[config.mk]
export PLATFORM = sky130hd
export DESIGN_NAME = adcFrontEnd
export DESIGN_NICKNAME = d
export VERILOG_FILES = /design/src/rtl/adcPkg.sv /design/src/rtl/adcFrontEnd.sv /design/src/rtl/sampleAverager.sv /design/src/rtl/adcCapture.sv /design/src/rtl/adcClockGen.sv /design/src/rtl/adcSequencer.sv
export SDC_FILE = /design/constraint.sdc
export NUM_CORES = 1
export LEC_CHECK = 0
export BUFFER_PORTS_ARGS = -buffer_cell sky130_fd_sc_hd__buf_4
export CORE_ASPECT_RATIO = 1.5
export CORE_UTILIZATION = 48
export CTS_CLUSTER_DIAMETER = 40
export CTS_CLUSTER_SIZE = 14
export DETAILED_ROUTE_END_ITERATION = 12
export GPL_TIMING_DRIVEN = 0
export PLACE_DENSITY = 0.68
export SLEW_MARGIN = 25
export SYNTH_ARGS = -nofsm -noshare
export SYNTH_HDL_FRONTEND = slang
export SYNTH_SLANG_ARGS = --single-unit
[constraint.sdc]
create_clock -name Clk -period 2.9 [get_ports Clk]
set_clock_uncertainty 0.1 [all_clocks]
set_input_delay 0.58 -clock Clk [delete_from_list [all_inputs] [get_ports Clk]]
set_output_delay 0.58 -clock Clk [all_outputs]
set_load 0.005 [all_outputs]
[src/rtl/adcPkg.sv]
// ================================================
// ADC front end shared definitions
// Converter word layout, pipeline constants and the
// sequencer state encoding
// ================================================
package adcPkg;

  // Converter word width, AD9220 class part
  localparam int SampleWidth = 12;

  // Conversions in flight inside the converter pipeline
  localparam int AdcPipeDelay = 3;

  // System clocks per converter clock period
  localparam int ClkDivide = 4;

  // Sequencer states
  typedef enum logic [1:0] {
    Idle    = 2'b00,  // Converter clock stopped
    Warmup  = 2'b01,  // Pipeline still filling
    Acquire = 2'b10,  // Waiting on the falling edge that captures
    Hold    = 2'b11   // Gap between two capture edges
  } adcState_e;

  // One converter word as it comes off the pins
  typedef struct packed {
    logic                   otr;   // Out-of-range flag, active high
    logic [SampleWidth-1:0] data;  // Bit 11 is the MSB
  } adcSample_t;

endpackage
[src/rtl/adcFrontEnd.sv]
// ================================================
// ADC acquisition front end, top level
// Sequencer, converter clock, capture and averager
// ================================================
`timescale 1ns/1ps

module adcFrontEnd import adcPkg::*; #(
  parameter int AvgLog2 = 2   // Averaging block is 2^AvgLog2 samples
) (
  input  logic                   Clk,
  input  logic                   reset_n,
  input  logic                   Start,         // Level, acquire while high
  input  adcSample_t             Adc,           // Converter DATA and OTR pins
  output logic                   AdcClk,        // Converter clock, Clk / ClkDivide
  output adcSample_t             Sample,
  output logic                   SampleValid,
  output logic [SampleWidth-1:0] Average,
  output logic                   AverageValid,
  output logic [7:0]             OtrCount
);

  logic clockRun;
  logic clockFall;
  logic captureStrobe;
  logic flush;

  adcSequencer i_adcSequencer (
    .Clk           (Clk),
    .reset_n       (reset_n),
    .Start         (Start),
    .ClockFall     (clockFall),
    .ClockRun      (clockRun),
    .CaptureStrobe (captureStrobe),
    .Flush         (flush)
  );

  adcClockGen i_adcClockGen (
    .Clk       (Clk),
    .reset_n   (reset_n),
    .Run       (clockRun),
    .AdcClk    (AdcClk),
    .ClockFall (clockFall)
  );

  adcCapture i_adcCapture (
    .Clk         (Clk),
    .reset_n     (reset_n),
    .Strobe      (captureStrobe),
    .Adc         (Adc),
    .Sample      (Sample),
    .SampleValid (SampleValid),
    .OtrCount    (OtrCount)
  );

  // Averages the clamped words straight off the capture stage
  sampleAverager #(
    .AvgLog2 (AvgLog2)
  ) i_sampleAverager (
    .Clk          (Clk),
    .reset_n      (reset_n),
    .Flush        (flush),
    .Sample       (Sample),
    .SampleValid  (SampleValid),
    .Average      (Average),
    .AverageValid (AverageValid)
  );

endmodule

[src/rtl/sampleAverager.sv]
// ================================================
// Block averager
// Sums 2^AvgLog2 valid samples, emits the truncated
// mean and starts over; Flush drops a partial block
// ================================================
`timescale 1ns/1ps

module sampleAverager import adcPkg::*; #(
  parameter int AvgLog2 = 2   // log2 of block length, at least 1
) (
  input  logic                   Clk,
  input  logic                   reset_n,
  input  logic                   Flush,         // From the sequencer on stop
  input  adcSample_t             Sample,        // Already clamped
  input  logic                   SampleValid,
  output logic [SampleWidth-1:0] Average,       // Truncated mean
  output logic                   AverageValid   // One cycle after the last sample
);

  localparam int AccWidth = SampleWidth + AvgLog2;  // No overflow over one block

  logic [AccWidth-1:0] acc;
  logic [AccWidth-1:0] sum;
  logic [AvgLog2-1:0]  count;  // Samples already in acc
  logic                lastSample;

  assign sum        = acc + AccWidth'(Sample.data);
  assign lastSample = &count;

  always_ff @(posedge Clk or negedge reset_n) begin
    if (!reset_n) begin
      acc          <= '0;
      count        <= '0;
      AverageValid <= 1'b0;
    end else if (Flush) begin
      acc          <= '0;   // Partial block is lost
      count        <= '0;
      AverageValid <= 1'b0;
    end else begin
      AverageValid <= SampleValid && lastSample;
      if (SampleValid) begin
        acc   <= lastSample ? '0 : sum;
        count <= count + 1'b1;  // Wraps to zero after the last one
      end
    end
  end

  // Divide by the block length with a plain shift
  always_ff @(posedge Clk) begin
    if (SampleValid && lastSample && !Flush)
      Average <= sum[AccWidth-1:AvgLog2];
  end

endmodule

[src/rtl/adcCapture.sv]
// ================================================
// Converter word capture
// Latches a word on Strobe, clamps out-of-range words
// to the rail and keeps a saturating OTR count
// ================================================
`timescale 1ns/1ps

module adcCapture import adcPkg::*; (
  input  logic       Clk,
  input  logic       reset_n,
  input  logic       Strobe,       // From the sequencer
  input  adcSample_t Adc,          // Converter pins
  output adcSample_t Sample,       // Clamped word
  output logic       SampleValid,  // One cycle after Strobe
  output logic [7:0] OtrCount      // Out-of-range captures, sticks at 255
);

  adcSample_t clamped;

  // On OTR the MSB tells which rail was crossed
  always_comb begin
    clamped = Adc;
    if (Adc.otr) begin
      if (Adc.data[SampleWidth-1])
        clamped.data = '1;   // Above full scale
      else
        clamped.data = '0;   // Below zero scale
    end
  end

  // Payload, only meaningful with SampleValid
  always_ff @(posedge Clk) begin
    if (Strobe)
      Sample <= clamped;
  end

  always_ff @(posedge Clk or negedge reset_n) begin
    if (!reset_n) begin
      SampleValid <= 1'b0;
      OtrCount    <= '0;
    end else begin
      SampleValid <= Strobe;
      if (Strobe && Adc.otr && (OtrCount != 8'hFF))
        OtrCount <= OtrCount + 1'b1;
    end
  end

endmodule

[src/rtl/adcClockGen.sv]
// ================================================
// Converter clock generator
// Divides Clk by ClkDivide while Run is high, parks
// the output low and the phase at zero otherwise
// ================================================
`timescale 1ns/1ps

module adcClockGen import adcPkg::*; (
  input  logic Clk,
  input  logic reset_n,
  input  logic Run,        // From the sequencer
  output logic AdcClk,     // To the converter CLK pin
  output logic ClockFall   // High in the cycle ending with AdcClk falling
);

  localparam int HalfPeriod = ClkDivide / 2;
  localparam int PhaseWidth = (HalfPeriod > 1) ? $clog2(HalfPeriod) : 1;

  logic [PhaseWidth-1:0] phase;  // Clocks since the last toggle

  // Toggle lands on phase zero, so the first edge after Run is a rise
  always_ff @(posedge Clk or negedge reset_n) begin
    if (!reset_n) begin
      phase  <= '0;
      AdcClk <= 1'b0;
    end else if (!Run) begin
      phase  <= '0;   // Same phase on every restart
      AdcClk <= 1'b0;
    end else begin
      if (phase == '0)
        AdcClk <= ~AdcClk;
      phase <= (phase == PhaseWidth'(HalfPeriod - 1)) ? '0 : phase + 1'b1;
    end
  end

  assign ClockFall = Run && AdcClk && (phase == '0);

  // Once stopped the converter clock stays parked
  assert property (@(posedge Clk) disable iff (!reset_n)
    !Run ##1 !Run |=> $stable(AdcClk))
    else $error("AdcClk moved while stopped");

endmodule

[src/rtl/adcSequencer.sv]
// ================================================
// ADC acquisition sequencer
// Runs the converter clock while Start is high, skips
// the pipeline fill and times one capture per period
// ================================================
`timescale 1ns/1ps

module adcSequencer import adcPkg::*; (
  input  logic Clk,
  input  logic reset_n,
  input  logic Start,          // Level, acquisition enable
  input  logic ClockFall,      // Cycle before AdcClk falls
  output logic ClockRun,       // Converter clock enable
  output logic CaptureStrobe,  // Latch the converter word
  output logic Flush           // Drop any partial average
);

  // One counter serves both the warm-up falls and the hold gap
  localparam int CntMax   = (AdcPipeDelay > ClkDivide) ? AdcPipeDelay : ClkDivide;
  localparam int CntWidth = $clog2(CntMax);

  adcState_e state, nextState;
  logic [CntWidth-1:0] count, nextCount;
  logic running;

  assign running       = (state != Idle);
  assign ClockRun      = running && Start;   // Drops in the same cycle Start is seen low
  assign Flush         = running && !Start;  // Single pulse, state is Idle next cycle
  assign CaptureStrobe = (state == Acquire) && ClockFall;

  always_comb begin
    nextState = state;
    nextCount = count;
    case (state)
      Idle: begin
        if (Start) begin
          nextState = Warmup;
          nextCount = '0;
        end
      end
      Warmup: begin
        // Words clocked out during these falls are pipeline fill
        if (ClockFall) begin
          if (count == CntWidth'(AdcPipeDelay - 1)) begin
            nextState = Hold;
            nextCount = '0;
          end else begin
            nextCount = count + 1'b1;
          end
        end
      end
      Hold: begin
        // Three cycles after a fall, the next one is a cycle away
        if (count == CntWidth'(ClkDivide - 2)) begin
          nextState = Acquire;
        end else begin
          nextCount = count + 1'b1;
        end
      end
      Acquire: begin
        if (ClockFall) begin
          nextState = Hold;
          nextCount = '0;
        end
      end
      default: nextState = Idle;
    endcase
    // Start low wins over everything else
    if (running && !Start) begin
      nextState = Idle;
      nextCount = '0;
    end
  end

  always_ff @(posedge Clk or negedge reset_n) begin
    if (!reset_n) begin
      state <= Idle;
      count <= '0;
    end else begin
      state <= nextState;
      count <= nextCount;
    end
  end

  // Hold count lines Acquire up with the converter clock fall
  assert property (@(posedge Clk) disable iff (!reset_n)
    (state == Acquire) && Start |-> ClockFall)
    else $error("Acquire missed the AdcClk fall");

  assert property (@(posedge Clk) disable iff (!reset_n)
    !(Flush && CaptureStrobe))
    else $error("Flush and CaptureStrobe together");

endmodule

==> results of run 1 <==
through the flow:
stage,utilization [%],area (um^2),worst slack (ps),instances
global placement,58.05,3358,294.6,375
global route,61.07,3533,374.0,391
CTS,61.03,3531,282.5,391
detailed placement,58.05,3358,307.0,375
finish,61.07,3533,559.9,391
floorplan,-,2885,630.2,252
cell families (layout without fill, tap and decap cells):
logic type	count (synthesis)	count (layout)	share of synthesized area [%]
xor gates and xnor gates	19	19	5.768
adders and majority gates	18	18	8.066
DFF	57	57	53.77
muxes	4	4	1.604
buffers and inverters	26	93	3.729
AOI/OAI and AO/OA	62	62	14.96
and+or+nand+nor	66	66	12.10
synthesized netlist by cell type, types with 3 or more instances:
cell	instances	area, um^2
a31oi_1	3	18.77
buf_2	5	25.02
nor2b_1	6	37.54
xor2_1	5	43.79
edfxtp_1	25	750.7
nand2_1	20	75.07
a21oi_1	11	55.05
inv_1	17	63.81
a22o_1	11	96.34
o21ai_1	3	15.01
nor2_1	13	48.80
nand4_1	3	18.77
ha_1	17	212.7
nand3b_1	3	22.52
o21ai_0	18	90.09
clkbuf_1	3	11.26
nand3_1	4	20.02
xnor2_1	14	122.6
dfrtp_1	32	800.8
and3_1	5	31.28
layout make-up:
type                    instances  area (um^2)  area share, %
plain buffers                   9        43.79          1.239
clock buffers                  11        141.4          4.001
clock inverters                 5        31.28         0.8853
inverters                      17        63.81          1.806
multi-input cells             169         1229          34.77
flip-flops and latches         57         1551          43.91
well taps                      72        90.09          2.550
repair buffers                 51        382.9          10.84
registers in the layout, indices dropped and copies added, names as in the netlist:
| name | cells |
|---|---|
| i_sampleAverager.acc | 14 |
| i_adcCapture.Sample | 13 |
| i_sampleAverager.Average | 12 |
| i_adcCapture.OtrCount | 8 |
| i_adcSequencer.count | 2 |
| i_adcSequencer.state | 2 |
| i_sampleAverager.count | 2 |
| i_adcCapture.SampleValid | 1 |
| i_adcClockGen.AdcClk | 1 |
| i_adcClockGen.phase | 1 |
| i_sampleAverager.AverageValid | 1 |
per-layer routing:
layer	vias up	GRT usage (%)
met4	0	9.030
met1	970	21.00
met2	47	33.86
met5	-	0
li1	1024	-
met3	7	5.896
worst max path at each step:
stage               slack [ps]                        startpoint  depth (start not counted)                                endpoint
finish                     560  i_adcCapture.Sample[0]$_DFFE_PN_                          9  i_sampleAverager.Average[10]$_DFFE_PP_
global route               370  i_adcClockGen.AdcClk$_DFFE_PN0P_                          6    i_adcCapture.OtrCount[1]$_DFFE_PN0P_
CTS                        280  i_adcClockGen.AdcClk$_DFFE_PN0P_                          6    i_adcCapture.OtrCount[1]$_DFFE_PN0P_
detailed placement         310                             Start                          6    i_adcCapture.OtrCount[1]$_DFFE_PN0P_
global placement           290                             Start                          6    i_adcCapture.OtrCount[1]$_DFFE_PN0P_
floorplan                  630  i_adcClockGen.AdcClk$_DFFE_PN0P_                          6    i_adcCapture.OtrCount[1]$_DFFE_PN0P_
where the power goes:
group,leakage [uW],internal (uW),switching [uW]
clock,0.0000891,329,310
combinational,0.000876,33.3,43.4
sequential,0.000663,849,4.99
layout by cell type (no fill, tap or decap), types with 4 or more instances in the layout:
cell,instances
buf_4,52
dfrtp_1,32
edfxtp_1,25
nand2_1,20
o21ai_0,18
inv_1,17
ha_1,17
xnor2_1,14
nor2_1,12
a21oi_1,11
a22o_1,11
clkbuf_8,10
nor2b_1,6
buf_2,5
xor2_1,5
and3_1,5
nand3_1,4
clkbuf_1,4
==> results by group, run 1 <==
Run status
  – Outcome: complete, no violations

Clocking
  – Clk Latency, worst-skew pair: 340 ps
  – CTS H-tree lvls: 3
  – CTS-repair resized insts: 0
  – CTS Hold Bufs: 0
  – Clock Sinks: 57
  – CTS clk-pin slew, worst paths: 60 ps
  – CTS tree: built
  – Clock root cell: clkbuf_8
  – Maximum buffer depth of the clock tree: 2
  – Num CTS Buffers: 9
  – Post-CTS Setup Bufs: 0

Timing
  – Final Hold Vio Count: 0
  – Pins Over Slew Limit: 0
  – RSZ-0062 raised after global routing: false
  – Min Hold Slack: 83.13 ps
  – Fmax: 0.4273 GHz
  – Slew HR: 56.11%
  – Final setup viols: 0
  – Period Utilization, post-route: around four fifths
  – Actual slew at the worst max-slew pin: 657.6 ps
  – Final Critical Period: 2340 ps
  – Setup TNS: 0 ps

Critical path
  – Worst Path Required: 2890 ps
  – Slowest CP cell: edfxtp_1
  – R2R Path Start: i_adcCapture.Sample[0]$_DFFE_PN_
  – Setup crit start kind: flop
  – CP max FO: 3
  – CP Buf/Inv Count: 1
  – Crit-path cells: ha_1 > inv_1 > fa_1 > nor2b_4 > o2111ai_2 > nand3_2 > a211o_1 > a21oi_1 > xnor2_1
  – R2R Path End: i_sampleAverager.Average[10]$_DFFE_PP_
  – Worst path max stage delay: about 390 ps
  – Top delay family on crit path: compound AO/OA/AOI/OAI gates
  – Internal reg-to-reg setup slack: 560 ps
  – Setup CP Type: flop to flop
  – Cells on worst reg2reg path: 9
  – Crit. End Element: flop
  – Worst EP arrival: 2330 ps

Drt
  – Max layer used: met4
  – Vias: about 2000
  – 1st-iter DRT viols: 73
  – # DRC: 0
  – WL/cell: 14.25 um
  – Met1 WL: 2225 um
  – Met3 wire length: 279 um
  – Detail Route Antenna Nets: 0
  – DRT Pass-1 Iters: 4
  – Vias per cell: 5.238
  – Final wirelength: 5571 um
  – Routed wl met2: 2973 um

Synth
  – Post-Syn Nets: roughly 290
  – EDFF count, synth: 25
  – Synth unique cells: 46
  – Post-synthesis sequential area ratio: a little over half
  – Post-Syn Instances: 252
  – Synth Cell Area: between 2000 and 3000 um^2
  – YS warnings: 0
  – Synthesis-stage register bit count: 57
  – Asr flop ratio synth: 56.14%
  – Prevailing post-synth register cell: dfrtp_1
  – Mean post-synth cell area: 11.45 um^2

Die
  – Core ar.: between 5000 and 6000 um^2
  – Initial Util: 49.87%
  – DIE WIDTH: 65.31 um
  – Full die area: about 6300 um^2
  – Die height: 96.96 um
  – # rows: 34
  – I/O pin cnt: 52

Placement
  – IO buf count: between 50 and 60
  – Routability congestion estimate from global placement: roughly 0.80
  – Detail Placement HPWL: 4105 um

Global route
  – First-pass GRT wire length: just over 9000 um
  – Vias in the first global route: 2042
  – GRT overflow: 0
  – GRT Total Usage: between 10% and 20%
  – Antenna violations before repair: 0
  – Largest net degree at the start of global routing: 33

Pwr
  – Total power draw: 1570 uW
  – PwrDens: 444.4 nW/um^2
  – Peak VDD IR: ~0.3 mV
  – Leak: 0.001629 uW

Flow run
  – Max-cap violation count: 0

Final layout
  – # diodes: 0
  – Filler cells: 530
  – Layout cells sized above 1: 27.27%
  – Area delta synth->final: 22.46%
  – Nets: 348

Worst hold path
  – HP Class: input port to asynchronous set/reset pin
Power figures use the tool's default switching activity.
==> run 2: changes to the inputs <==
--- a/config.mk
+++ b/config.mk
@@ -5,6 +5,7 @@
 export SDC_FILE = /design/constraint.sdc
 export NUM_CORES = 1
 export LEC_CHECK = 0
+export ABC_AREA = 1
 export BUFFER_PORTS_ARGS = -buffer_cell sky130_fd_sc_hd__buf_4
 export CORE_ASPECT_RATIO = 1.5
 export CORE_UTILIZATION = 48
@@ -12,7 +13,7 @@
 export CTS_CLUSTER_SIZE = 14
 export DETAILED_ROUTE_END_ITERATION = 12
 export GPL_TIMING_DRIVEN = 0
-export PLACE_DENSITY = 0.68
+export PLACE_DENSITY = 0.7
 export SLEW_MARGIN = 25
 export SYNTH_ARGS = -nofsm -noshare
 export SYNTH_HDL_FRONTEND = slang
==> constraint.sdc (replaced) <==
create_clock -name Clk -period 2.05 [get_ports Clk]
set_clock_uncertainty 0.1 [all_clocks]
set_input_delay 0.41 -clock Clk [delete_from_list [all_inputs] [get_ports Clk]]
set_output_delay 0.41 -clock Clk [all_outputs]
set_load 0.005 [all_outputs]
==> run 2 against run 1 <==
Clock power up 69%. Setup slack got worse by 540 ps. Combinational power rose to 7.8 times the previous value. Die area is 9.0% higher. Wire length up 21%. Fmax is 15% higher. Sequential power is 64% higher. Critical path depth up 2. Hold slack gained 74 ps. Global-route usage rose by 2.7 points. Critical path type unchanged. Critical endpoint unchanged. Largest cell class unchanged. Largest power group unchanged.
==> results by group, run 2 <==
Drt
  – WL/cell: between 10 and 15 um
  – Detail Route Antenna Nets: 0
  – Vias: 2600
  – Final wirelength: ~6800 um
  – Vias per cell: 4.906
  – 1st-iter DRT viols: 95
  – # DRC: 0
  – DRT Pass-1 Iters: 4

Pwr
  – Total power draw: 3083 uW
  – Leak: 0.002076 uW
  – Peak VDD IR: 0.5318 mV
  – PwrDens: 774.4 nW/um^2

Global route
  – Vias in the first global route: 2540
  – GRT overflow: 0
  – GRT Total Usage: around 22%
  – Largest net degree at the start of global routing: 33
  – First-pass GRT wire length: approximately 11000 um
  – Antenna violations before repair: 0

Placement
  – Place WS: -267.9 ps
  – IO buf count: 51
  – Detail Placement HPWL: 4938 um
  – Placed cell area: 3630 um^2
  – Routability congestion estimate from global placement: 0.8786

Critical path
  – Worst path max stage delay: 420 ps
  – Setup crit start kind: flop
  – Crit. End Element: flop
  – Crit-path cells: ha_2 > inv_2 > fa_2 > nor2_4 > nor2_2 > buf_4 > inv_2 > nand2_2 > nand3_2 > nand2_2 > and2_4
  – Worst EP arrival: ~2000 ps
  – Slowest CP cell: fa_2
  – CP max FO: 3
  – Setup CP Type: flop to flop
  – Worst Path Required: 2050 ps
  – Internal reg-to-reg setup slack: between 20 and 25 ps

Die
  – Core ar.: 6262 um^2
  – Initial Util: between 50% and 60%
  – I/O pin cnt: 52
  – DIE WIDTH: approximately 70 um
  – Die height: around 100 um
  – Full die area: around 6900 um^2
  – # rows: 35

Clocking
  – Clock root cell: clkbuf_8
  – Clock Sinks: 57
  – Maximum buffer depth of the clock tree: 2
  – Clk Latency, worst-skew pair: 340 ps
  – CTS tree: built
  – CTS H-tree lvls: 3
  – Num CTS Buffers: 9
  – CTS clk-pin slew, worst paths: approximately 70 ps

Synth
  – Leading area contributor after synthesis: dfrtp_1
  – Synth top area cells: dfrtp_1, edfxtp_1, nand2_1, inv_1, ha_1
  – Synth Cell Area: 3152 um^2
  – Prevailing post-synth register cell: dfrtp_1
  – Synthesis-stage register bit count: 57
  – Commonest cells post-synth: nand2_1, inv_1, dfrtp_1
  – Count leader, synth: nand2_1
  – EDFF count, synth: 25
  – Asr flop ratio synth: 56.14%
  – YS warnings: 0
  – Top-area cell type share of the netlist area: about a quarter
  – Post-Syn Nets: between 400 and 500
  – Mean post-synth cell area: between 8 and 9 um^2
  – Post-synthesis sequential area ratio: between 40% and 50%
  – Post-Syn Instances: 380
  – Synth unique cells: 30

Timing
  – Final setup viols: 0
  – Period Utilization, post-route: 98.83%
  – Final Critical Period: 2026 ps
  – Setup TNS: 0 ps
  – Min Hold Slack: 157.0 ps
  – Setup ws final: ~24 ps
  – Fmax: around 0.5 GHz
  – Final Hold Vio Count: 0
  – Pins Over Slew Limit: 0
  – RSZ-0062 raised after global routing: true
  – Actual slew at the worst max-slew pin: 449.8 ps
  – Slew HR: between 60% and 70%

Final layout
  – Register area: 1551 um^2
  – Commonest non-fill, non-tap cell in the layout: nand2_1
  – Final instance area: 3981 um^2
  – Multi-input logic area: 1378 um^2
  – # diodes: 0
  – Area delta synth->final: 26.32%
  – Top flop regs: i_sampleAverager.acc: 14 flops, i_adcCapture.Sample: 13 flops, i_sampleAverager.Average: 12 flops
  – Top reg by flops: i_sampleAverager.acc
  – Nets: 485
  – Filler cells: 553
  – Max FFs per register: 14
  – Layout cells sized above 1: a little under a quarter
  – Most frequent cells in the layout: nand2_1, inv_1, buf_4

Run status
  – Outcome: complete, no violations

Worst hold path
  – HP Class: input port to flop

Flow run
  – Max-cap violation count: 0
==> run 2: cell count changes in the layout (fill, tap and decap cells not counted), sizes merged, moves of 5 or more <==
cell and delta:
buf +5, and3 -5, and2 +6, a22o -9, inv +53, xnor2 -9
nand3 +13, nor2 +14, nor2b -7, nand2 +101, a21oi -9
==> run 2: worst paths after layout <==
path,startpoint,to,cells past startpoint
min in group asynchronous,reset_n,i_sampleAverager.acc[9]$_DFFE_PN0P_,2
setup reg to reg,i_sampleAverager.acc[0]$_DFFE_PN0P_,i_sampleAverager.Average[10]$_DFFE_PP_,11
hold reg to reg,i_adcClockGen.phase$_DFF_PN0_,i_adcClockGen.phase$_DFF_PN0_,1
max in group asynchronous,reset_n,i_adcClockGen.AdcClk$_DFFE_PN0P_,2
setup / recovery,i_sampleAverager.acc[0]$_DFFE_PN0P_,i_sampleAverager.Average[10]$_DFFE_PP_,11
hold / removal,Adc[11],i_adcCapture.Sample[11]$_DFFE_PN_,1
==> run 2: routing by layer <==
layer	global-route usage (%)	up-vias	routed length (um)
met1	23.96	1193	2597
li1	-	1333	-
met2	37.63	58	3664
met4	13.78	0	192
met3	5.743	16	295
met5	0	-	0
==> run 2: worst max-delay path, delay by kind of cell, from the launching register on <==
family | cells | cell delay, ps
DFF | 1 | 350
buffers and inverters | 3 | 220
and+or+nand+nor | 6 | 490
adders and majority gates | 2 | 610
==> run 2: logic make-up (layout without fill, tap and decap cells) <==
kind of cell	Yosys count	in the layout	share of synthesized area, %
flops	57	57	49.23
simple gates	187	187	25.29
xor+xnor	11	11	3.057
buf+inv	75	151	9.329
compound gates	32	32	5.717
fa+ha+maj	18	18	7.384
==> run 2: power by group <==
| part | internal, uW | total [uW] | switching [uW] |
|---|---|---|---|
| Sequential | 1290 | 1400 | 105 |
| Clock | 643 | 1080 | 441 |
| Combinational | 240 | 600 | 359 |
==> run 2: metrics by stage <==
| stage | utilization, % | cells |
|---|---|---|
| after floorplan | - | 380 |
| after global placement | 57.92 | 505 |
| after detailed placement | 57.96 | 505 |
| after CTS | 62.18 | 526 |
| after global routing | 63.58 | 530 |
| final | 63.58 | 530 |
==> run 2: what timing repair did <==
action,4_1_cts,5_1_grt
endpoints found under the hold margin,32,0
endpoints found under the setup margin,24,19
pin swaps,2,6
gates resized for setup,4,15
setup buffers,4,4
cloned,0,0
hold buffers,1,0
==> run 2: area by class of cell <==
| class | count | share of cell area (%) |
|---|---|---|
| Buffer | 5 | 0.7857 |
| Tap cell | 74 | 2.326 |
| Inverter | 70 | 6.600 |
| Sequential cell | 57 | 38.97 |
| Timing Repair Buffer | 60 | 11.38 |
| Multi-Input combinational cell | 248 | 34.60 |
| Clock inverter | 1 | 0.1257 |
| Clock buffer | 15 | 5.217 |
==> run 3: changes to the inputs <==
--- a/config.mk
+++ b/config.mk
@@ -17,4 +17,5 @@
 export SLEW_MARGIN = 25
 export SYNTH_ARGS = -nofsm -noshare
 export SYNTH_HDL_FRONTEND = slang
+export SYNTH_HIERARCHICAL = 1
 export SYNTH_SLANG_ARGS = --single-unit
==> run 3 against run 2 <==
Critical endpoint is now i_sampleAverager/Average[4]$_DFFE_PP_. First-iteration DRC count up 11%. Via count up 4.0%. Clock power decreased by 4%. Largest power group unchanged. Highest routed layer unchanged. Clock-buffer cell count fell by 4.
==> results by group, run 3 <==
Synth
  – Prevailing post-synth register cell: dfrtp_1
  – YS warnings: 6
  – Synthesis-stage register bit count: between 50 and 60
  – Synth top area cells: dfrtp_1, edfxtp_1, nand2_1, inv_1, ha_1
  – Post-Syn Nets: ~430
  – Mean post-synth cell area: 8.364 um^2
  – Commonest cells post-synth: nand2_1, inv_1, dfrtp_1
  – EDFF count, synth: 25
  – Asr flop ratio synth: between 50 and 60%
  – Top-area cell type share of the netlist area: 24.36%
  – Count leader, synth: nand2_1
  – Synth Cell Area: 3287 um^2
  – Synth unique cells: 35
  – Post-synthesis sequential area ratio: 47.20%
  – Leading area contributor after synthesis: dfrtp_1
  – Post-Syn Instances: ~390

Placement
  – Detail Placement HPWL: 5138 um
  – IO buf count: 51
  – Place WS: -436.6 ps
  – Placed cells: 520
  – Routability congestion estimate from global placement: around 0.87

Final layout
  – Nets: 497
  – Most frequent cells in the layout: nand2_1, inv_1, buf_4
  – Top reg by flops: i_sampleAverager/acc
  – Layout cells sized above 1: between 20% and 30%
  – Max FFs per register: 14
  – Top flop regs: i_sampleAverager/acc: 14 flops, i_adcCapture/Sample: 13 flops, i_sampleAverager/Average: 12 flops
  – Post-layout util: 62.01%
  – Area delta synth->final: 24.06%
  – # diodes: 0
  – Commonest non-fill, non-tap cell in the layout: nand2_1
  – Post-Layout Cell Count: 544

Timing
  – Slew HR: around 55%
  – Period Utilization, post-route: a little over nine tenths
  – Min Hold Slack: around 150 ps
  – Pins Over Slew Limit: 0
  – Final Critical Period: roughly 2000 ps
  – RSZ-0062 raised after global routing: true
  – Final Hold Vio Count: 0
  – Actual slew at the worst max-slew pin: 679.8 ps
  – Fmax: 0.4993 GHz
  – Final setup viols: 0
  – Setup ws final: between 40 and 50 ps

Critical path
  – Worst path max stage delay: 430 ps
  – Crit-path cells: ha_4 > fa_2 > nand3_2 > nand2_2 > nand2_1 > nand2_1 > or2_1 > and2_4
  – Setup crit start kind: flop
  – Worst EP arrival: between 1500 and 2000 ps
  – CP Buf/Inv Count: 0
  – Top delay family on crit path: simple AND/OR/NAND/NOR gates
  – Worst Path Required: about 2000 ps
  – CP max FO: 4
  – Crit. End Element: flop
  – Setup CP Type: flop to flop
  – Slowest CP cell: edfxtp_1
  – Cell mode on critical path: nand2_1

Flow run
  – Max-cap violation count: 0

Drt
  – Vias: 2704
  – WL/cell: around 13 um
  – DRT Pass-1 Iters: 4
  – Final wirelength: 6803 um
  – Routed wl met2: 3649 um
  – # DRC: 0
  – Detail Route Antenna Nets: 0
  – Met1 WL: 2730 um
  – Vias per cell: roughly 5.0
  – Max layer used: met4
  – Met3 wire length: 252 um
  – 1st-iter DRT viols: roughly 110

Worst hold path
  – HP Class: input port to flop

Die
  – # rows: 36
  – DIE WIDTH: 69.57 um
  – Core ar.: 6576 um^2
  – Initial Util: 49.98%
  – Full die area: 7190 um^2
  – I/O pin cnt: 52
  – Die height: 103.4 um

Global route
  – GRT Total Usage: 20.34%
  – Largest net degree at the start of global routing: 33
  – Vias in the first global route: ~2600
  – Antenna violations before repair: 0
  – GRT overflow: 0
  – First-pass GRT wire length: 11210 um

Clocking
  – CTS clk-pin slew, worst paths: 60 ps
  – Clock Sinks: 57
  – CTS H-tree lvls: 3
  – Clk Latency, worst-skew pair: 340 ps
  – Clock root cell: clkbuf_8
  – Maximum buffer depth of the clock tree: 2
  – Num CTS Buffers: 9
  – CTS tree: built

Pwr
  – Leak: 0.002108 uW
  – Total power draw: 3121 uW
  – Peak VDD IR: 0.5342 mV
  – PwrDens: roughly 770 nW/um^2

Run status
  – Outcome: complete, no violations
-- run 3: cell count changes in the layout (fill, tap and decap cells not counted), moves of 4 or more --
cell	previous run	this run
nand2_1	116	122
nand2_2	5	9
nand3_1	17	29
o21ai_0	19	3
o21ai_1	2	11
-- run 3: cell type report --
type                            instances  area [um^2]
Clock inverter                          5        55.05
Clock buffer                           11        141.4
Timing Repair Buffer                   59        445.4
Inverter                               67        251.5
Multi-Input combinational cell        263         1498
Fill cell                             598         2499
Sequential cell                        57         1551
Buffer                                  6        40.04
Tap cell                               76        95.09
-- run 3: worst paths after layout --
kind                                                      from                                     to  slack (ps)  cells past startpoint
min reg2reg                i_sampleAverager/acc[9]$_DFFE_PN0P_    i_sampleAverager/acc[9]$_DFFE_PN0P_         390                      2
min in group asynchronous                              reset_n   i_sampleAverager/acc[11]$_DFFE_PN0P_         450                      2
max                           i_adcCapture/Sample[0]$_DFFE_PP_  i_sampleAverager/Average[4]$_DFFE_PP_          50                      8
max reg2reg                   i_adcCapture/Sample[0]$_DFFE_PP_  i_sampleAverager/Average[4]$_DFFE_PP_          50                      8
max in group asynchronous                              reset_n    i_sampleAverager/acc[4]$_DFFE_PN0P_        1090                      2
min                                                    Adc[11]      i_adcCapture/Sample[11]$_DFFE_PP_         150                      1
-- run 3: report_power, final --
part / switching [uW] / internal (uW) / total [uW]
combinational: 433 / 288 / 721
clock: 447 / 589 / 1040
sequential: 79.5 / 1280 / 1360
-- run 3: metrics by stage --
stage / TNS (ps) / area, um^2
floorplan: 0 / 3308
global placement: -3711 / 3786
detailed placement: -4594 / 3789
CTS: 0 / 4008
global route: -23.81 / 4078
finish: 0 / 4078
-- run 3: cell families after synthesis --
group | synth area share, %
adders and majority gates | 7.080
AOI/OAI and AO/OA | 5.444
DFF | 47.20
buffers and inverters | 8.869
and+or+nand+nor | 29.08
xor gates and xnor gates | 2.322
-- run 3: layer usage --
metal | up-vias | global-route usage, %
met2 | 63 | 37.64
met4 | 0 | 10.99
met3 | 18 | 4.651
met1 | 1248 | 21.54
li1 | 1375 | -
met5 | - | 0
-- run 3: timing repair --
action                                 CTS  global route
gates resized for setup                  2             6
setup endpoints to repair               22             4
gates cloned                             0             0
pin swaps                                0             4
hold buffers                             1             0
buffers inserted                         1             6
endpoints found under the hold margin   32             0
-- run 3: worst register-to-register path: stages (launching register included) --
cell	delay (ps)
edfxtp_1	430
ha_4	190
fa_2	390
nand3_2	80
nand2_2	80
nand2_1	60
nand2_1	60
or2_1	220
and2_4	140
